[src/hdl/mmioPkg.sv]
`default_nettype none

package mmioPkg;

    // ------------------------------------------------------------------------
    // fabric request / response encoding
    // ------------------------------------------------------------------------
    typedef enum logic [1:0] {
        RD     = 2'b00,
        WR     = 2'b01,
        RD_RSP = 2'b10
    } tOpcode;

    typedef logic [31:0] tData;
    typedef logic [31:0] tAddr;   // [31:24] tile, [23:22] region, [19:0] offset

    // region field of the address
    typedef logic [1:0] tRegion;
    localparam tRegion DMemRegion = 2'b01;   // vga frame buffer
    localparam tRegion CrRegion   = 2'b10;   // control registers
    localparam int     RegionMsb  = 23;
    localparam int     RegionLsb  = 22;

    // ------------------------------------------------------------------------
    // control register map, byte offsets
    // ------------------------------------------------------------------------
    typedef logic [19:0] tCrOffset;
    localparam tCrOffset CrSeg7_0  = 20'h00000;
    localparam tCrOffset CrSeg7_1  = 20'h00004;
    localparam tCrOffset CrSeg7_2  = 20'h00008;
    localparam tCrOffset CrSeg7_3  = 20'h0000C;
    localparam tCrOffset CrSeg7_4  = 20'h00010;
    localparam tCrOffset CrSeg7_5  = 20'h00014;
    localparam tCrOffset CrLed     = 20'h00018;
    localparam tCrOffset CrButton0 = 20'h0001C;   // read only
    localparam tCrOffset CrButton1 = 20'h00020;   // read only
    localparam tCrOffset CrSwitch  = 20'h00024;   // read only

    // board side widths
    typedef logic [6:0] tSeg7;     // raw segments, no decoding
    typedef logic [9:0] tLed;
    typedef logic [9:0] tSwitch;
    typedef logic [3:0] tColor;

    // ------------------------------------------------------------------------
    // video geometry
    // ------------------------------------------------------------------------
    typedef logic [9:0] tPixelCoord;
    localparam int FrameWords   = 9600;   // 640x480 at 1 bpp
    localparam int WordsPerLine = 20;     // 32 pixels per word
    typedef logic [13:0] tFrameAddr;

endpackage

`default_nettype wire

[src/hdl/vgaTiming.sv]
`timescale 1ns/1ps
`default_nettype none

module vgaTiming #(
    parameter int HActive = 640,
    parameter int HFront  = 16,
    parameter int HSync   = 96,
    parameter int HBack   = 48,
    parameter int VActive = 480,
    parameter int VFront  = 10,
    parameter int VSync   = 2,
    parameter int VBack   = 33
) (
    input  wire logic            QClk,
    input  wire logic            rstN,
    output logic                 pixelEn,    // every second QClk
    output mmioPkg::tPixelCoord  pixelX,
    output mmioPkg::tPixelCoord  pixelY,
    output logic                 active,
    output logic                 hSyncRaw,   // active low
    output logic                 vSyncRaw    // active low
);
    import mmioPkg::*;

    localparam int HTotal = HActive + HFront + HSync + HBack;   // 800
    localparam int VTotal = VActive + VFront + VSync + VBack;   // 525

    localparam tPixelCoord HLast      = tPixelCoord'(HTotal - 1);
    localparam tPixelCoord VLast      = tPixelCoord'(VTotal - 1);
    localparam tPixelCoord HSyncStart = tPixelCoord'(HActive + HFront);
    localparam tPixelCoord HSyncStop  = tPixelCoord'(HActive + HFront + HSync);
    localparam tPixelCoord VSyncStart = tPixelCoord'(VActive + VFront);
    localparam tPixelCoord VSyncStop  = tPixelCoord'(VActive + VFront + VSync);

    logic lineEnd;
    logic frameEnd;

    // ------------------------------------------------------------------------
    // pixel clock enable and counters
    // ------------------------------------------------------------------------
    always_ff @(posedge QClk or negedge rstN) begin
        if (!rstN) begin
            pixelEn <= 1'b0;
        end else begin
            pixelEn <= !pixelEn;    // divide by two
        end
    end

    assign lineEnd  = (pixelX == HLast);
    assign frameEnd = (pixelY == VLast);

    always_ff @(posedge QClk or negedge rstN) begin
        if (!rstN) begin
            pixelX <= '0;
            pixelY <= '0;
        end else if (pixelEn) begin
            if (lineEnd) begin
                pixelX <= '0;
                pixelY <= frameEnd ? '0 : pixelY + 1'b1;
            end else begin
                pixelX <= pixelX + 1'b1;
            end
        end
    end

    // visible area and sync pulses from the porch boundaries
    assign active   = (pixelX < tPixelCoord'(HActive)) && (pixelY < tPixelCoord'(VActive));
    assign hSyncRaw = !((pixelX >= HSyncStart) && (pixelX < HSyncStop));
    assign vSyncRaw = !((pixelY >= VSyncStart) && (pixelY < VSyncStop));

endmodule

`default_nettype wire

[config.mk]
export PLATFORM = sky130hd
export DESIGN_NAME = vgaTiming
export DESIGN_NICKNAME = d
export VERILOG_FILES = /design/src/hdl/mmioPkg.sv /design/src/hdl/vgaTiming.sv
export SDC_FILE = /design/constraint.sdc
export NUM_CORES = 1
export LEC_CHECK = 0
export ABC_AREA = 1
export BUFFER_PORTS_ARGS = -buffer_cell sky130_fd_sc_hd__buf_4
export CORE_ASPECT_RATIO = 1.1
export CORE_UTILIZATION = 54
export DETAILED_ROUTE_END_ITERATION = 8
export PLACE_DENSITY = 0.76
export SYNTH_ARGS = -nofsm -noshare
export SYNTH_HDL_FRONTEND = slang
export SYNTH_SLANG_ARGS = --single-unit
[constraint.sdc]
create_clock -name QClk -period 1.6 [get_ports QClk]
set_input_delay 0.08 -clock QClk [delete_from_list [all_inputs] [get_ports QClk]]
set_output_delay 0.08 -clock QClk [all_outputs]
set_load 0.01 [all_outputs]
==> results.sh <==
export IMPL_critPathKind="flip-flop to flip-flop"
export IMPL_routed_wl_mm=2.934
export IMPL_crit_slowest_cell="dfrtp_1"
export IMPL_yosysSeqAreaShare_pct=40.94
export IMPL_fin_area_um2=1573
export IMPL_cp_start_kind="flip-flop"
export IMPL_clk_latency_ns=0.30
export IMPL_use_met2_pct=46.48
export IMPL_final_cell_mix="nand2_1, buf_4, inv_1"
export IMPL_cts_root_buf="clkbuf_4"
export IMPL_setup_violations=0
export IMPL_synth_cell_types=31
export IMPL_ys_ff_latch=21
export IMPL_routed_via_count=1193
export IMPL_grt_max_degree=22
export IMPL_synth_top_family_by_area="simple AND/OR/NAND/NOR gates"
export IMPL_dp_cells=215
export IMPL_core_area_um2=2252
export IMPL_worstMarginPinSlew_ns=0.3181
export IMPL_drv_slew=0
export IMPL_final_layout_size_suffix_gt1_share_pct=26.56
export IMPL_r2r_start="pixelX[1]"
export IMPL_arrival_ns=1.69
export IMPL_clk_path_buf_depth=2
export IMPL_yosys_area_top_type="dfrtp_1"
export IMPL_dp_hpwl_mm=2.210
export IMPL_synth_xor_xnor_area_share_pct=4.094
export IMPL_synth_compound_area_share_pct=7.505
export IMPL_cp_top_family="simple AND/OR/NAND/NOR gates"
export IMPL_critPathMaxFanout=8
export IMPL_h_tree_depth=1
export IMPL_timing_hold_ws_ns=0.1870
export IMPL_syn_avg_cell_area_um2=7.973
export IMPL_syn_to_final_growth_pct=22.51
export IMPL_fin_crit_sh_pct=93.02
export IMPL_skew_ns=0.005100
export IMPL_worstPathCellList="ha_2, nand2_2, nor2_4, nand4_4, nor2_8, inv_2, nand2_1, o21ai_1"
export IMPL_synth_fa_ha_area_share_pct=3.899
export IMPL_nFillCells=205
export IMPL_p_total_mw=0.7971
export IMPL_cts_sinks=21
export IMPL_cts_tree="done"
export IMPL_power_density_nw_per_um2=506.8
export IMPL_hold_class="primary input to asynchronous set/reset pin"
export IMPL_ir_worst_vdd_mv=0.5016
export IMPL_slowest_delay_ns=0.41
export IMPL_ant_nets=0
export IMPL_yosys_top_cells_area="dfrtp_1, nand2_1, nand3_1"
export IMPL_gp_congestion=0.8150
export IMPL_critPathBufInv=1
export IMPL_r2r_slack_ns=0.11
export IMPL_final_common_cell="nand2_1"
export IMPL_rsz0062_at_grt="false"
export IMPL_port_buffers=25
export IMPL_nets=199
export IMPL_synth_area_um2=1284
export IMPL_finalCriticalPeriod_ns=1.488
export IMPL_gr_usage_met1_pct=29.55
export IMPL_diodes=0
export IMPL_place_area_um2=1500
export IMPL_synthCells=161
export IMPL_overflow=0
export IMPL_grt_use_total_pct=25.08
export IMPL_status="completed"
export IMPL_finalHoldViolCount=0
export IMPL_drc=0
export IMPL_path_clk_slew_ns=0.12
export IMPL_drt_iter0_drc=31
export IMPL_maxCapViolCount=0
export IMPL_r2r_cells=8
export IMPL_die_y_um=53.14
export IMPL_power_leakage_nw=0.7483
export IMPL_first_global_vias=1173
export IMPL_grt_busiest_layer="met2"
export IMPL_die_w_um=48.49
export IMPL_synth_top_cell_area_share_pct=40.94
export IMPL_yosys_area_share_simple_pct=34.80
export IMPL_yosys_warnings=0
export IMPL_vias_per_cell=5.374
export IMPL_start_util_pct=57.00
export IMPL_antenna_found_initial=0
export IMPL_finalNonFillerCells=222
export IMPL_numCtsBuffers=3
export IMPL_fmax_mhz=671.9
export IMPL_placementRows=18
export IMPL_firstDrtPassIters=4
export IMPL_critPathRequiredTime_ns=1.80
export IMPL_wire_per_inst_um=13.22
export IMPL_dieArea_um2=2577
export IMPL_met3_usage_pct=3.448
export IMPL_cp_end_kind="flip-flop"
export IMPL_fin_tns_setup_ns=0
export IMPL_grt_pass1_wl_mm=4.892
export IMPL_slew_headroom_pct=78.80
export IMPL_synth_mux_area_share_pct=0
export IMPL_syn_nets=167
export IMPL_num_io_pins=26
export IMPL_r2r_end="pixelY[4]"
-- per-layer routing --
metal	wire [um]	share of wire [%]
met1	1210	41
met2	1583	54
met3	124	4.2
met4	15	0.51
met5	0	0
-- layout make-up --
type,instances,area [um^2],share of cell area (%)
clock buffer,4,26.28,1.671
inverter,25,96.34,6.126
multi-input combinational,114,673.1,42.80
sequential,21,526.8,33.49
tap,30,37.54,2.387
timing repair buffer,28,212.7,13.52
-- through the flow --
step                worst slack [ns]  utilization (%)
floorplan                     0.2228                -
global placement              0.1273            66.61
detailed placement           0.08284            66.61
CTS                         0.003011            68.22
global route                0.003571            69.83
finish                        0.1116            69.83
-- sequential cells by signal, summed over array words and instances (netlist names) --
register,count
pixelEn,1
pixelX,10
pixelY,10
-- Yosys cell counts, drive strengths merged --
library cell  instances
nand2                34
inv                  24
dfrtp                21
nor2                 18
nand3                16
o21ai                16
nand4                 7
nor3                  6
xor2                  5
ha                    4
a21oi                 1
and3                  1
buf                   1
clkbuf                1
clkinv                1
nand3b                1
nor4                  1
o21bai                1
or2                   1
xnor2                 1
-- worst reg2reg max path: stages (launching register included) --
cell and delay [ns]:
dfrtp_1 0.41, ha_2 0.22, nand2_2 0.06, nor2_4 0.12, nand4_4 0.16, nor2_8 0.22, inv_2 0.08, nand2_1 0.06
o21ai_1 0.06
-- kinds of logic (layout without fill, tap and decap cells) --
group	count (synthesis)	count (layout)
flip-flops	21	21
AO/OA/AOI/OAI	18	18
adder cells (fa/ha/maj)	4	4
buffers and inverters	27	57
AND/OR/NAND/NOR	85	86
XOR/XNOR	6	6
-- worst max-delay path by stage --
stage               startpoint         to  slack, ns  depth (start not counted)
floorplan            pixelX[0]  pixelY[5]       0.22                          7
global placement     pixelX[0]  pixelY[4]       0.13                          8
detailed placement   pixelX[1]  pixelY[4]       0.08                          8
CTS                  pixelX[8]     active      0.003                          4
global route         pixelX[1]  pixelY[8]      0.004                          8
finish               pixelX[1]  pixelY[4]       0.11                          8
-- power by group --
group	total (mW)	leakage, nW	switching, mW	internal [mW]
sequential	0.530	0.277	0	0.530
combinational	0.0138	0.456	0.0105	0.00326
clock	0.253	0.0150	0.156	0.0970
total	0.797	0.748	0.166	0.631
-- what timing repair did --
action / in CTS / in global routing
endpoints found under the hold margin: 21 / 0
endpoints found under the setup margin: 0 / 10
setup buffers: 0 / 1
resized for setup: 0 / 6
hold buffers: 1 / 0
(Power assumes the default switching activity.)
