<file path="config.mk">
export PLATFORM = sky130hd
export DESIGN_NAME = mmioFabricPipe
export DESIGN_NICKNAME = d
export VERILOG_FILES = /design/src/hdl/mmioPkg.sv /design/src/hdl/mmioFabricPipe.sv
export SDC_FILE = /design/constraint.sdc
export NUM_CORES = 1
export LEC_CHECK = 0
export ABC_CLOCK_PERIOD_IN_PS = 2400
export BUFFER_PORTS_ARGS = -buffer_cell sky130_fd_sc_hd__buf_2
export CAP_MARGIN = 5
export CORE_MARGIN = 3
export CORE_UTILIZATION = 47
export CTS_CLUSTER_DIAMETER = 120
export DETAILED_ROUTE_END_ITERATION = 12
export HOLD_SLACK_MARGIN = 0.02
export MAX_ROUTING_LAYER = met4
export PLACE_DENSITY = 0.83
export SLEW_MARGIN = 15
export SYNTH_ARGS = -nofsm -noshare
export SYNTH_HDL_FRONTEND = slang
export SYNTH_SLANG_ARGS = --single-unit
export TNS_END_PERCENT = 10
</file>
<file path="constraint.sdc">
create_clock -name QClk -period 2.4 [get_ports QClk]
set_clock_uncertainty 0.05 [all_clocks]
set_input_delay 0.12 -clock QClk [delete_from_list [all_inputs] [get_ports QClk]]
set_output_delay 0.12 -clock QClk [all_outputs]
set_load 0.05 [all_outputs]
</file>
<file path="src/hdl/mmioPkg.sv">
`default_nettype none

package mmioPkg;

    // ------------------------------------------------------------------------
    // fabric request / response encoding
    // ------------------------------------------------------------------------
    typedef enum logic [1:0] {
        RD     = 2'b00,
        WR     = 2'b01,
        RD_RSP = 2'b10
    } tOpcode;

    typedef logic [31:0] tData;
    typedef logic [31:0] tAddr;   // [31:24] tile, [23:22] region, [19:0] offset

    // region field of the address
    typedef logic [1:0] tRegion;
    localparam tRegion DMemRegion = 2'b01;   // vga frame buffer
    localparam tRegion CrRegion   = 2'b10;   // control registers
    localparam int     RegionMsb  = 23;
    localparam int     RegionLsb  = 22;

    // ------------------------------------------------------------------------
    // control register map, byte offsets
    // ------------------------------------------------------------------------
    typedef logic [19:0] tCrOffset;
    localparam tCrOffset CrSeg7_0  = 20'h00000;
    localparam tCrOffset CrSeg7_1  = 20'h00004;
    localparam tCrOffset CrSeg7_2  = 20'h00008;
    localparam tCrOffset CrSeg7_3  = 20'h0000C;
    localparam tCrOffset CrSeg7_4  = 20'h00010;
    localparam tCrOffset CrSeg7_5  = 20'h00014;
    localparam tCrOffset CrLed     = 20'h00018;
    localparam tCrOffset CrButton0 = 20'h0001C;   // read only
    localparam tCrOffset CrButton1 = 20'h00020;   // read only
    localparam tCrOffset CrSwitch  = 20'h00024;   // read only

    // board side widths
    typedef logic [6:0] tSeg7;     // raw segments, no decoding
    typedef logic [9:0] tLed;
    typedef logic [9:0] tSwitch;
    typedef logic [3:0] tColor;

    // ------------------------------------------------------------------------
    // video geometry
    // ------------------------------------------------------------------------
    typedef logic [9:0] tPixelCoord;
    localparam int FrameWords   = 9600;   // 640x480 at 1 bpp
    localparam int WordsPerLine = 20;     // 32 pixels per word
    typedef logic [13:0] tFrameAddr;

endpackage

`default_nettype wire

</file>
<file path="src/hdl/mmioFabricPipe.sv">
`timescale 1ns/1ps
`default_nettype none

module mmioFabricPipe (
    input  wire logic            QClk,
    input  wire logic            rstN,
    // fabric request, one-cycle strobe
    input  wire logic            reqValid,
    input  wire mmioPkg::tOpcode reqOpcode,
    input  wire mmioPkg::tAddr   reqAddress,
    input  wire mmioPkg::tData   reqData,
    // read data back from the targets
    input  wire mmioPkg::tData   crRdData,    // combinational, same cycle
    input  wire mmioPkg::tData   vgaRdData,   // already registered
    // decoded strobes towards the targets
    output logic                 crRdEn,
    output logic                 crWrEn,
    output logic                 vgaRdEn,
    output logic                 vgaWrEn,
    output mmioPkg::tAddr        stageAddress,
    output mmioPkg::tData        stageData,
    // fabric response
    output logic                 rspValid,
    output mmioPkg::tOpcode      rspOpcode,
    output mmioPkg::tAddr        rspAddress,
    output mmioPkg::tData        rspData
);
    import mmioPkg::*;

    logic   stageValid;
    tOpcode stageOpcode;
    tRegion stageRegion;

    // flags one stage later, lined up with the read data
    logic crRdEnQ;
    logic crWrEnQ;
    logic vgaRdEnQ;
    logic vgaWrEnQ;
    tData crDataQ;
    tAddr addressQ;

    logic rspAny;
    tData rspDataNext;

    // ------------------------------------------------------------------------
    // sample stage
    // ------------------------------------------------------------------------
    always_ff @(posedge QClk or negedge rstN) begin
        if (!rstN) begin
            stageValid <= 1'b0;
        end else begin
            stageValid <= reqValid;
        end
    end

    always_ff @(posedge QClk) begin
        stageOpcode  <= reqOpcode;
        stageAddress <= reqAddress;
        stageData    <= reqData;
    end

    // region decode, tile bits are ignored
    assign stageRegion = stageAddress[RegionMsb:RegionLsb];

    assign crRdEn  = stageValid && (stageOpcode == RD) && (stageRegion == CrRegion);
    assign crWrEn  = stageValid && (stageOpcode == WR) && (stageRegion == CrRegion);
    assign vgaRdEn = stageValid && (stageOpcode == RD) && (stageRegion == DMemRegion);
    assign vgaWrEn = stageValid && (stageOpcode == WR) && (stageRegion == DMemRegion);

    // ------------------------------------------------------------------------
    // access stage, target acts on this edge
    // ------------------------------------------------------------------------
    always_ff @(posedge QClk or negedge rstN) begin
        if (!rstN) begin
            crRdEnQ  <= 1'b0;
            crWrEnQ  <= 1'b0;
            vgaRdEnQ <= 1'b0;
            vgaWrEnQ <= 1'b0;
        end else begin
            crRdEnQ  <= crRdEn;
            crWrEnQ  <= crWrEn;
            vgaRdEnQ <= vgaRdEn;
            vgaWrEnQ <= vgaWrEn;
        end
    end

    always_ff @(posedge QClk) begin
        crDataQ  <= crRdData;       // cr load captured here
        addressQ <= stageAddress;
    end

    // ------------------------------------------------------------------------
    // response stage
    // ------------------------------------------------------------------------
    assign rspAny      = crRdEnQ || crWrEnQ || vgaRdEnQ || vgaWrEnQ;
    assign rspDataNext = crRdEnQ  ? crDataQ   :
                         vgaRdEnQ ? vgaRdData :
                                    '0;         // writes answer with 0

    always_ff @(posedge QClk or negedge rstN) begin
        if (!rstN) begin
            rspValid   <= 1'b0;
            rspOpcode  <= RD;
            rspAddress <= '0;
            rspData    <= '0;
        end else begin
            rspValid   <= rspAny;
            rspOpcode  <= rspAny ? RD_RSP : RD;     // idle bus stays at 0
            rspAddress <= rspAny ? addressQ : '0;
            rspData    <= rspDataNext;
        end
    end

endmodule

`default_nettype wire

</file>
==> run_results.csv <==
group,metric,value,unit
status,status,"finished clean",
clock_tree,cts_buffer_count,17,
sta,layout_min_cycle_time,1770,ps
sta,setup-tns-final,0,ps
synth,yosys.cell_types.count,17,
worst_setup_path,worst_r2r_startpoint,"vgaRdEnQ",
synth,syn_area_per_cell,17.2,um^2
layout,num-nets-final,830,
floorplan,die_height,109,um
global_routing,global_route.overflow_total,0,
worst_setup_path,timing.critical_path.from_type,"register",
worst_setup_path,critPathKind,"reg2out",
placement,place.detailed.hpwl,8330,um
synth,yosysSeqAreaShare,87.5,%
worst_setup_path,timing.critical_path.required,2230,ps
drt,drtAntennaViolNets,0,
global_routing,grt.total_usage,28.7,%
drt,via_count,3955,
drt,post-route-drc-count,0,
worst_setup_path,path_max_fanout,4,
floorplan,core.rowCount,36,
drt,routed_vias_inst,4.68,
power_and_ir_drop,design_power_total,7.01,mW
sta,achievable-frequency,565,MHz
sta,report.final.setup_viol,0,
worst_setup_path,rr_worst_depth,3,
drt,drt-pass1-iter-count,4,
drt,finalWirelength,16300,um
power_and_ir_drop,combinationalPowerShare,11.3,%
synth,synth_cells,289,
global_routing,wire_length_of_the_first_global_routing_pass,23700,um
floorplan,initial_core_util,49.5,%
clock_tree,tritoncts_num_sinks,200,
synth,mappedNetlistArea,0.00497,mm^2
sta,timing.final.max_slew_violations,0,
floorplan,floorplan.die_area,0.0119,mm^2
synth,synth_largest_area_cell,"dfxtp_1",
synth,synth.yosys.warnings,0,
floorplan,num_io_pins,268,
clock_tree,postCtsSetupRepairBufs,0,
min_path,hold-path-cell-count,2,
power_and_ir_drop,vdd.ir_drop.worst,0.684,mV
clock_tree,insertion_delay,540,ps
clock_tree,htree_num_levels,4,
drt,initialDrtViolationCount,150,
drt,detail_route.wl_per_cell,19.2,um
placement,port_buffers,266,
layout,drive_gt1_share,42.3,%
floorplan,placeableCoreArea,0.0100,mm^2
min_path,worst_hold_startpoint,"reqData[20]",
layout,syn_to_final_growth,67.3,%
clock_tree,cts-root-to-sink-buffers,2,
sta,timing.final.hold_violations,0,
clock_tree,cts.clk_slew.worst_paths,70,ps
sta,grt_setup_unrepaired,"false",
sta,slew-limit-headroom,42.9,%
floorplan,floorplan.die.width,109,um
min_path,hp-class,"in2reg",
worst_setup_path,timing.critical_path.arrival,1600,ps
synth,synth_top_area_share,52.3,%
power_and_ir_drop,p_sw,1.80,mW
power_and_ir_drop,power_switching_share,25.7,%
clock_tree,tritoncts_clock_tree,"yes",
sta,worst_slew_pin_slew,856,ps
worst_setup_path,setup.worst_path.end_class,"output pin",
clock_tree,cts_root_buf,"clkbuf_8",
power_and_ir_drop,pwr-share-clk,38.2,%
flow_run,drv.max_cap_violation_count,0,
power_and_ir_drop,proportion_of_power_drawn_by_flip_flops_and_latches,50.6,%
worst_setup_path,critical_path.reg2reg.endpoint,"rspAddress[31]",
global_routing,grt_antenna_before_repair,0,
layout,finish.cell_count_without_fillers,845,
min_path,holdPathEnd,"stageData[20]",
global_routing,maximum_number_of_pins_on_one_net_before_global_route_repair,71,
placement,routabilityCongestion,0.736,
synth,post_synthesis_register_bit_count,200,
power_and_ir_drop,intPower,5.21,mW
synth,postSynthNetCount,422,
sta,share_of_the_clock_period_used_by_the_worst_path,73.7,%
power_and_ir_drop,p_per_area,842,mW/mm^2
synth,synth.area.top_cells,"dfxtp_1, dfrtp_1, a22o_1",
power_and_ir_drop,static-leakage-power,4.25,nW
worst_setup_path,reg2reg_slack,1040,ps
placement,dpl.cell_count,679,
global_routing,vias_in_the_first_global_route,4412,
-- worst max path at each step --
stage	from	endpoint	cells after the start	slack (ps)
after detailed placement	vgaRdEnQ	rspAddress[18]	3	1060
after floorplan	stageAddress[22]	vgaRdEnQ	2	210
after CTS	stageAddress[22]	crRdEn	3	590
final	stageAddress[22]	crRdEn	3	630
after global routing	stageAddress[22]	crRdEn	3	530
after global placement	vgaRdEnQ	rspAddress[3]	3	1120
-- power groups by stage --
stage                     Clock [mW]  Sequential, mW  Combinational [mW]
after floorplan                    0            3.91              0.0551
after global routing            2.86            3.56               0.821
after CTS                       2.68            3.53               0.771
final                           2.68            3.54               0.789
after detailed placement           0            3.60               0.602
after global placement             0            3.60               0.590
-- what timing repair did --
| item | CTS | global route |
|---|---|---|
| gates resized for setup | 0 | 0 |
| hold buffers | 132 | 0 |
| endpoints found under the hold margin | 201 | 0 |
-- layer usage --
layer | up-vias | wire, um | part of all wire [%] | track usage (%)
met5 | - | 0 | 0 | -
met4 | 0 | 588 | 3.6 | 13.9
met3 | 54 | 1030 | 6.3 | 8.88
met2 | 217 | 8940 | 55 | 51.0
met1 | 1921 | 5710 | 35 | 28.3
li1 | 1763 | - | - | -
-- cells by family after synthesis --
group	count (synthesis)	share of synthesized area (%)
and+or+nand+nor	43	5.51
buffers and inverters	13	1.31
AOI/OAI and AO/OA	32	5.56
other	1	0.0754
DFF	200	87.5
-- state kept, by name, summed over array words and instances, names as in the netlist --
register,flops
stageValid,1
rspOpcode,1
vgaRdEnQ,1
rspAddress,32
crWrEnQ,1
crRdEnQ,1
stageAddress,32
stageData,32
stageOpcode,2
vgaWrEnQ,1
rspData,32
addressQ,32
crDataQ,32
-- worst max-delay path: stages (launching register included) --
cell and delay (ps):
dfxtp_1 330, nand3b_1 170, nor3_1 230, buf_2 330
-- synth_stat cells --
master and number:
buf_2 7, conb_1 1, nor2b_1 33, nor3_1 2, inv_1 1, nand2b_1 1
nor2_1 2, buf_1 1, nand2_1 2, buf_4 2, dfrtp_1 70, o21ai_0 1
clkbuf_1 2, a22o_1 31, nor4_4 1, dfxtp_1 130, nand3b_1 2
-- placed cells by master, fill, tap and decap left out, drive strengths merged, types with 3 or more instances in the layout --
| cell | instances |
|---|---|
| buf | 269 |
| dlygate4sd3 | 132 |
| dfxtp | 130 |
| dfrtp | 70 |
| nor2b | 33 |
| a22o | 31 |
| clkbuf | 23 |
| inv | 7 |
| clkinv | 3 |
-- final cells by class --
class / instances / area [um^2]
Antenna cell: 2 / 5.00
Clock buffer: 23 / 478
Clock inverter: 9 / 80.1
Fill cell: 475 / 1720
Inverter: 1 / 3.75
Multi-Input combinational cell: 76 / 557
Sequential cell: 200 / 4350
Tap cell: 133 / 166
Timing Repair Buffer: 401 / 2680
-- metrics by stage --
step	instance area, um^2	setup slack (ps)	util, %	hold WS (ps)
5_1_grt	8320	532	82.8	140
3_5_place_dp	6440	1060	64.1	174
3_3_place_gp	6440	1120	64.1	172
6_report	8320	631	82.8	168
4_1_cts	8320	594	82.8	141
2_1_floorplan	4970	206	-	-226
Note: power is estimated with default switching activity, not from simulation.
