$ cat src/hdl/mmioPkg.sv
`default_nettype none

package mmioPkg;

    // ------------------------------------------------------------------------
    // fabric request / response encoding
    // ------------------------------------------------------------------------
    typedef enum logic [1:0] {
        RD     = 2'b00,
        WR     = 2'b01,
        RD_RSP = 2'b10
    } tOpcode;

    typedef logic [31:0] tData;
    typedef logic [31:0] tAddr;   // [31:24] tile, [23:22] region, [19:0] offset

    // region field of the address
    typedef logic [1:0] tRegion;
    localparam tRegion DMemRegion = 2'b01;   // vga frame buffer
    localparam tRegion CrRegion   = 2'b10;   // control registers
    localparam int     RegionMsb  = 23;
    localparam int     RegionLsb  = 22;

    // ------------------------------------------------------------------------
    // control register map, byte offsets
    // ------------------------------------------------------------------------
    typedef logic [19:0] tCrOffset;
    localparam tCrOffset CrSeg7_0  = 20'h00000;
    localparam tCrOffset CrSeg7_1  = 20'h00004;
    localparam tCrOffset CrSeg7_2  = 20'h00008;
    localparam tCrOffset CrSeg7_3  = 20'h0000C;
    localparam tCrOffset CrSeg7_4  = 20'h00010;
    localparam tCrOffset CrSeg7_5  = 20'h00014;
    localparam tCrOffset CrLed     = 20'h00018;
    localparam tCrOffset CrButton0 = 20'h0001C;   // read only
    localparam tCrOffset CrButton1 = 20'h00020;   // read only
    localparam tCrOffset CrSwitch  = 20'h00024;   // read only

    // board side widths
    typedef logic [6:0] tSeg7;     // raw segments, no decoding
    typedef logic [9:0] tLed;
    typedef logic [9:0] tSwitch;
    typedef logic [3:0] tColor;

    // ------------------------------------------------------------------------
    // video geometry
    // ------------------------------------------------------------------------
    typedef logic [9:0] tPixelCoord;
    localparam int FrameWords   = 9600;   // 640x480 at 1 bpp
    localparam int WordsPerLine = 20;     // 32 pixels per word
    typedef logic [13:0] tFrameAddr;

endpackage

`default_nettype wire

$ cat src/hdl/mmioCrRegs.sv
`timescale 1ns/1ps
`default_nettype none

module mmioCrRegs (
    input  wire logic             QClk,
    input  wire logic             rstN,
    input  wire logic             crRdEn,
    input  wire logic             crWrEn,
    input  wire mmioPkg::tAddr    stageAddress,
    input  wire mmioPkg::tData    stageData,
    input  wire logic             button0,
    input  wire logic             button1,
    input  wire mmioPkg::tSwitch  switches,
    output mmioPkg::tData         crRdData,
    output mmioPkg::tSeg7         seg0,
    output mmioPkg::tSeg7         seg1,
    output mmioPkg::tSeg7         seg2,
    output mmioPkg::tSeg7         seg3,
    output mmioPkg::tSeg7         seg4,
    output mmioPkg::tSeg7         seg5,
    output mmioPkg::tLed          led
);
    import mmioPkg::*;

    // read-write registers
    tSeg7 segReg  [6];
    tSeg7 segNext [6];
    tLed  ledReg;
    tLed  ledNext;

    // read-only registers, refreshed every cycle
    logic   button0Q;
    logic   button1Q;
    tSwitch switchQ;

    tCrOffset offset;
    assign offset = stageAddress[19:0];

    // ------------------------------------------------------------------------
    // write decode
    // ------------------------------------------------------------------------
    always_comb begin
        segNext = segReg;
        ledNext = ledReg;
        if (crWrEn) begin
            case (offset)
                CrSeg7_0: segNext[0] = stageData[6:0];
                CrSeg7_1: segNext[1] = stageData[6:0];
                CrSeg7_2: segNext[2] = stageData[6:0];
                CrSeg7_3: segNext[3] = stageData[6:0];
                CrSeg7_4: segNext[4] = stageData[6:0];
                CrSeg7_5: segNext[5] = stageData[6:0];
                CrLed:    ledNext    = stageData[9:0];
                default:  ;                     // ro or unmapped, dropped
            endcase
        end
    end

    always_ff @(posedge QClk or negedge rstN) begin
        if (!rstN) begin
            segReg   <= '{default: '0};
            ledReg   <= '0;
            button0Q <= 1'b0;
            button1Q <= 1'b0;
            switchQ  <= '0;
        end else begin
            segReg   <= segNext;
            ledReg   <= ledNext;
            button0Q <= button0;    // board inputs, sampled each clock
            button1Q <= button1;
            switchQ  <= switches;
        end
    end

    // ------------------------------------------------------------------------
    // read, sees a write from the same stage
    // ------------------------------------------------------------------------
    always_comb begin
        crRdData = '0;
        if (crRdEn) begin
            case (offset)
                CrSeg7_0:  crRdData = {25'b0, segNext[0]};
                CrSeg7_1:  crRdData = {25'b0, segNext[1]};
                CrSeg7_2:  crRdData = {25'b0, segNext[2]};
                CrSeg7_3:  crRdData = {25'b0, segNext[3]};
                CrSeg7_4:  crRdData = {25'b0, segNext[4]};
                CrSeg7_5:  crRdData = {25'b0, segNext[5]};
                CrLed:     crRdData = {22'b0, ledNext};
                CrButton0: crRdData = {31'b0, button0Q};
                CrButton1: crRdData = {31'b0, button1Q};
                CrSwitch:  crRdData = {22'b0, switchQ};
                default:   crRdData = '0;        // unmapped offset
            endcase
        end
    end

    // board pins follow the registers
    assign seg0 = segReg[0];
    assign seg1 = segReg[1];
    assign seg2 = segReg[2];
    assign seg3 = segReg[3];
    assign seg4 = segReg[4];
    assign seg5 = segReg[5];
    assign led  = ledReg;

endmodule

`default_nettype wire

$ cat config.mk
export PLATFORM = sky130hd
export DESIGN_NAME = mmioCrRegs
export DESIGN_NICKNAME = d
export VERILOG_FILES = /design/src/hdl/mmioPkg.sv /design/src/hdl/mmioCrRegs.sv
export SDC_FILE = /design/constraint.sdc
export NUM_CORES = 1
export LEC_CHECK = 0
export ABC_AREA = 1
export BUFFER_PORTS_ARGS = -buffer_cell sky130_fd_sc_hd__buf_4
export CORE_MARGIN = 5
export CORE_UTILIZATION = 45
export DETAILED_ROUTE_END_ITERATION = 10
export PLACE_DENSITY = 0.82
export SYNTH_ARGS = -nofsm -noshare
export SYNTH_HDL_FRONTEND = slang
export SYNTH_SLANG_ARGS = --single-unit
$ cat constraint.sdc
create_clock -name QClk -period 1.8 [get_ports QClk]
set_clock_uncertainty 0.15 [all_clocks]
set_input_delay 0.18 -clock QClk [delete_from_list [all_inputs] [get_ports QClk]]
set_output_delay 0.18 -clock QClk [all_outputs]
set_load 0.1 [all_outputs]
==> results of run 1 <==
-- state kept, by name, indices dropped and copies added, names as in the netlist --
name	count
seg0	7
seg5	7
seg4	7
seg3	7
seg2	7
button0Q	1
led	10
button1Q	1
seg1	7
switchQ	10
-- stage by stage --
step                      setup TNS (ns)  power, mW
final                              -4.39       3.10
after global routing               -4.94       3.19
after detailed placement           -4.54       1.92
after floorplan                    -3.08       1.78
after CTS                          -3.15       3.08
after global placement             -4.37       1.92
-- cell type report --
cell class | count | area share
repair buffers | 201 | 0.292
multi-input cells | 355 | 0.362
well taps | 108 | 0.0207
flip-flops and latches | 64 | 0.255
clock inverters | 5 | 0.00498
inverters | 74 | 0.0439
clock buffers | 11 | 0.0217
-- report_power, final --
group	internal (mW)	leakage, nW	total, mW	switching, mW
Clock	0.532	0.0813	1.13	0.594
Sequential	1.45	0.595	1.45	0.00479
Combinational	0.156	2.43	0.524	0.367
Total	2.14	3.10	3.10	0.966
-- cell usage in the layout (no fill, tap or decap), types with 2 or more instances in the layout --
master         instances
buf_4                139
nand2_1               95
nand3_1               69
inv_1                 65
dfrtp_2               49
and2_1                42
nand2_2               31
nor2_4                25
conb_1                22
buf_12                22
dlygate4sd3_1         21
buf_6                 19
dfrtp_1               15
a21oi_4               10
clkbuf_8              10
nor2_2                 9
o21a_1                 9
nand4_4                7
nand2_4                6
nor2_1                 6
nand3_2                6
inv_2                  5
nand3_4                5
clkinvlp_4             4
nor2_8                 3
nand4_1                3
inv_4                  2
o211ai_2               2
clkinv_2               2
-- cell families after synthesis --
logic type      share of synthesized area
compound gates                     0.0414
buf+inv                             0.126
flops                               0.408
other cells                      0.000954
simple gates                        0.424
-- final timing paths --
| kind | from | end | slack [ns] | cells past startpoint |
|---|---|---|---|---|
| worst min register to register | led[7] | led[7] | 0.42 | 1 |
| max in group asynchronous | rstN | seg3[3] | 0.90 | 3 |
| worst min-delay path | stageData[7] | led[7] | 0.004 | 3 |
| min in group asynchronous | rstN | seg1[3] | 0.11 | 2 |
| worst max register to register | led[2] | led[2] | 0.71 | 4 |
| worst max-delay path | stageAddress[14] | crRdData[4] | -0.48 | 14 |
-- critical path, stage by stage --
cell,delay [ns]
buf_6,0.10
nor2_4,0.11
nand2_4,0.07
nor2_8,0.17
buf_12,0.17
nand3_4,0.11
nor2_4,0.21
nand2_1,0.15
nand3_1,0.11
nand2_1,0.08
nor2_1,0.11
buf_4,0.14
a21oi_4,0.06
buf_12,0.17
-- timing repair --
item	in CTS	in global routing
gates cloned	1	0
resized for setup	87	37
hold endpoints to repair	84	1
pin swaps	34	34
setup endpoints to repair	10	10
hold buffers	20	1
buffers inserted	9	8
-- routing by layer --
metal  share of wire  vias up
li1                -     1933
met1            0.33     2092
met2            0.50      327
met3            0.11       97
met4           0.060        0
met5               0        -
==> results.cfg, run 1 <==
[status]
status = finished with violations
failed_checks = negative setup slack

[synth]
async_flop_share = 1.00
avgSynthCellArea_um2 = 7.87
synth_edf_count = 0
synthTopCellsByCount = nand2_1, nand3_1, inv_1, dfrtp_1, and2_1
yosysMostFrequentCell = nand2_1
yosysWarnings = 0
netlist_area_um2 = 3930
ys.flop_type = dfrtp_1
yosysTopAreaCell = dfrtp_1
ys_types = 30
ys_top_cells_by_area = dfrtp_1, nand2_1, nand3_1
syn_inst = 499
ys_ff_latch = 64
yosysSeqAreaShare = 0.408
yosysTopAreaCellShare = 0.408

[route]
drc = 0
vias = 4449
wl_per_cell_um = 19.0
drt_iter0_markers = 366
drtAntennaViolNets = 0
viasPerCell = 5.44
firstDrtPassIters = 5
wl_um = 15600

[grt]
antenna_found_initial = 0
grt_max_degree = 23
grt_pass1_vias = 4384
use_met2 = 0.459
gr-total-overflow = 0
grt_pass1_wl_um = 21300
top_usage_layer = met2
met3_usage = 0.0637
use_met1 = 0.308
track_usage = 0.265

[worst_setup_path]
critPathCaptureType = primary output
worstPathArrival_ns = 1.95
cp-start-kind = primary input
critPathMaxFanout = 8
required_ns = 1.47
crit_type = in2out

[final_layout]
register_area_um2 = 1660
fin_area_um2 = 6530
antennaDiodeCount = 0
layout-drive-gt1-share = 0.507
fillerInstances = 542
nNetsFinal = 785
syn2layout_area_growth_pct = 66.1
post_layout_nonfiller_instances = 818
multi_input_area_um2 = 2360
final_util = 0.760

[sta]
finalSetupViolations = 10
setup_ws_ns = -0.485
slew_viol_final = 0
min_period_ns = 2.28
max_clock_freq_ghz = 0.438
hold_viol = 0
grt_setup_unrepaired = true
period_share = 1.27
hold_slack_ns = 0.00367

[floorplan]
die_y_um = 103
core_um2 = 8590
start_util = 0.457
dieArea_um2 = 10700
rows = 34
dieWidth_um = 103
io_pins = 164

[clock_tree]
htreeDepth = 3
root_buffer = clkbuf_8
cts.sinks = 64
clk_pin_slew_worst_paths_ns = 0.07
cts_buffers = 9
cts.path.max_buffers = 2
tritoncts = built
insertion_delay_ns = 0.35

[placed_design]
post-place-ws_ns = -0.484
place.gp.congestion = 0.933
hpwlAfterDp_um = 9430
placedCellCount = 765
place.port_buffers = 107
post_dp_cell_area_um2 = 5540

[run]
max_cap_viol_count = 0

[power_and_ir_drop]
ir_worst_vdd_mv = 0.307
leakagePower_nw = 3.10
p_per_area_nw_per_um2 = 476

[min_path]
hp-class = in2reg
No activity file was read; power rests on OpenSTA's default activity.
==> inputs of run 2 (changes only) <==
--- a/config.mk
+++ b/config.mk
@@ -10,4 +10,5 @@
 export CORE_MARGIN = 5
 export CORE_UTILIZATION = 45
+export CTS_BUF_LIST = sky130_fd_sc_hd__clkbuf_4
 export DETAILED_ROUTE_END_ITERATION = 10
 export PLACE_DENSITY = 0.82
==> constraint.sdc (replaced) <==
create_clock -name QClk -period 1.8 [get_ports QClk]
set_clock_uncertainty 0.15 [all_clocks]
set_input_delay 0.36 -clock QClk [delete_from_list [all_inputs] [get_ports QClk]]
set_output_delay 0.36 -clock QClk [all_outputs]
set_load 0.1 [all_outputs]
==> results.cfg, run 2 (synthesis gave the netlist of run 1 again) <==
[sta]
setup_ws_ns = -0.879
hold_viol = 0
finalSetupViolations = 10
hold_slack_ns = 0.0373
min_period_ns = 2.68
slew_viol_final = 0
grt_setup_unrepaired = true
max_clock_freq_ghz = 0.373
period_share = 1.49

[grt]
grt_pass1_wl_um = 23800
grt_max_degree = 37
gr-total-overflow = 0
grt_pass1_vias = 4584
track_usage = 0.297
antenna_found_initial = 0

[worst_setup_path]
crit_family = simple AND/OR/NAND/NOR gates
critPathCaptureType = primary output
crit_type = in2out
required_ns = 1.29
crit_buf_inv = 5
ff2ff_path_depth = 6
slowest_stage = nor2_4
max_stage_delay_ns = 0.19
cp-start-kind = primary input
critPathMaxFanout = 7
cp.depth = 14
worstPathArrival_ns = 2.17
crit_path_cell_trace = buf_4 -> nor2_4 -> nand2_4 -> buf_4 -> nor2_4 -> buf_4 -> inv_1 -> nor2_4 -> nand3_1 -> nand3_2 -> nand2_2 -> nor2_2 -> a21oi_4 -> buf_12

[clock_tree]
clk_pin_slew_worst_paths_ns = 0.11
root_buffer = clkbuf_4
cts.path.max_buffers = 2
cts_buffers = 9
cts.sinks = 64
htreeDepth = 3
tritoncts = built
insertion_delay_ns = 0.44

[final_layout]
final_common_cell = buf_4
fin_area_um2 = 6940
antennaDiodeCount = 0
layout_common_cells = buf_4, nand2_1, inv_1, dfrtp_1, nand2_2
nNetsFinal = 799
syn2layout_area_growth_pct = 76.7
layout-drive-gt1-share = 0.533

[route]
wl_per_cell_um = 21.8
drc = 0
wl_um = 18200
drtAntennaViolNets = 0
viasPerCell = 5.70
drt_iter0_markers = 562
vias = 4741
firstDrtPassIters = 9

[status]
status = finished with violations
failed_checks = negative setup slack

[floorplan]
dieArea_um2 = 10700
rows = 34
dieWidth_um = 103
core_um2 = 8590
io_pins = 164
die_y_um = 103
start_util = 0.457

[power_and_ir_drop]
ir_worst_vdd_mv = 0.376
p_per_area_nw_per_um2 = 439
leakagePower_nw = 3.31

[run]
max_cap_viol_count = 0

[placed_design]
post-place-ws_ns = -0.847
place.port_buffers = 107
post_dp_cell_area_um2 = 5530
hpwlAfterDp_um = 9530
place.gp.congestion = 0.968

[min_path]
min_path_cells = 2
hp-class = in2reg
[run 2: what timing repair did]
action | 4_1_cts | 5_1_grt
buffers inserted | 14 | 19
hold buffers | 19 | 0
pin swaps | 65 | 65
endpoints found under the setup margin | 10 | 10
resized for setup | 148 | 64
hold endpoints to repair | 46 | 0
cloned | 3 | 0
[run 2: power by group]
part	leakage [nW]	switching, mW	internal [mW]	total [mW]
combinational	2.62	0.386	0.176	0.562
clock	0.0769	0.618	0.411	1.03
sequential	0.610	0.00549	1.45	1.46
total	3.31	1.01	2.04	3.05
[run 2: routing by layer]
metal / part of all wire / vias to the layer above / GRT usage
li1: - / 1968 / -
met1: 0.33 / 2267 / 0.346
met2: 0.50 / 379 / 0.496
met3: 0.097 / 127 / 0.0758
met4: 0.073 / 0 / 0.168
met5: 0 / - / 0
[run 2: final timing paths]
path,from,endpoint,slack (ns)
worst min register to register,led[9],led[9],0.45
max in group asynchronous,rstN,seg2[0],0.74
worst max register to register,led[8],led[8],0.48
worst max-delay path,stageAddress[17],crRdData[4],-0.88
min in group asynchronous,rstN,switchQ[9],0.21
worst min-delay path,stageData[0],seg5[0],0.04
[run 2: final cells by class]
| type | instances | area, um^2 |
|---|---|---|
| clock buffer | 9 | 67.6 |
| clock inverter | 7 | 62.6 |
| fill | 437 | 1650 |
| inverter | 74 | 288 |
| multi-input combinational | 355 | 2670 |
| sequential | 64 | 1600 |
| tap | 108 | 135 |
| timing repair buffer | 215 | 2120 |
[run 2: metrics by stage]
step / std cells / TNS (ns) / total power, mW / util
after floorplan: 520 / -6.68 / 1.78 / -
after global placement: 767 / -8.25 / 1.94 / 0.644
after detailed placement: 767 / -9.12 / 1.95 / 0.644
after CTS: 814 / -6.87 / 2.97 / 0.764
after global routing: 832 / -8.63 / 3.11 / 0.808
final: 832 / -8.20 / 3.05 / 0.808
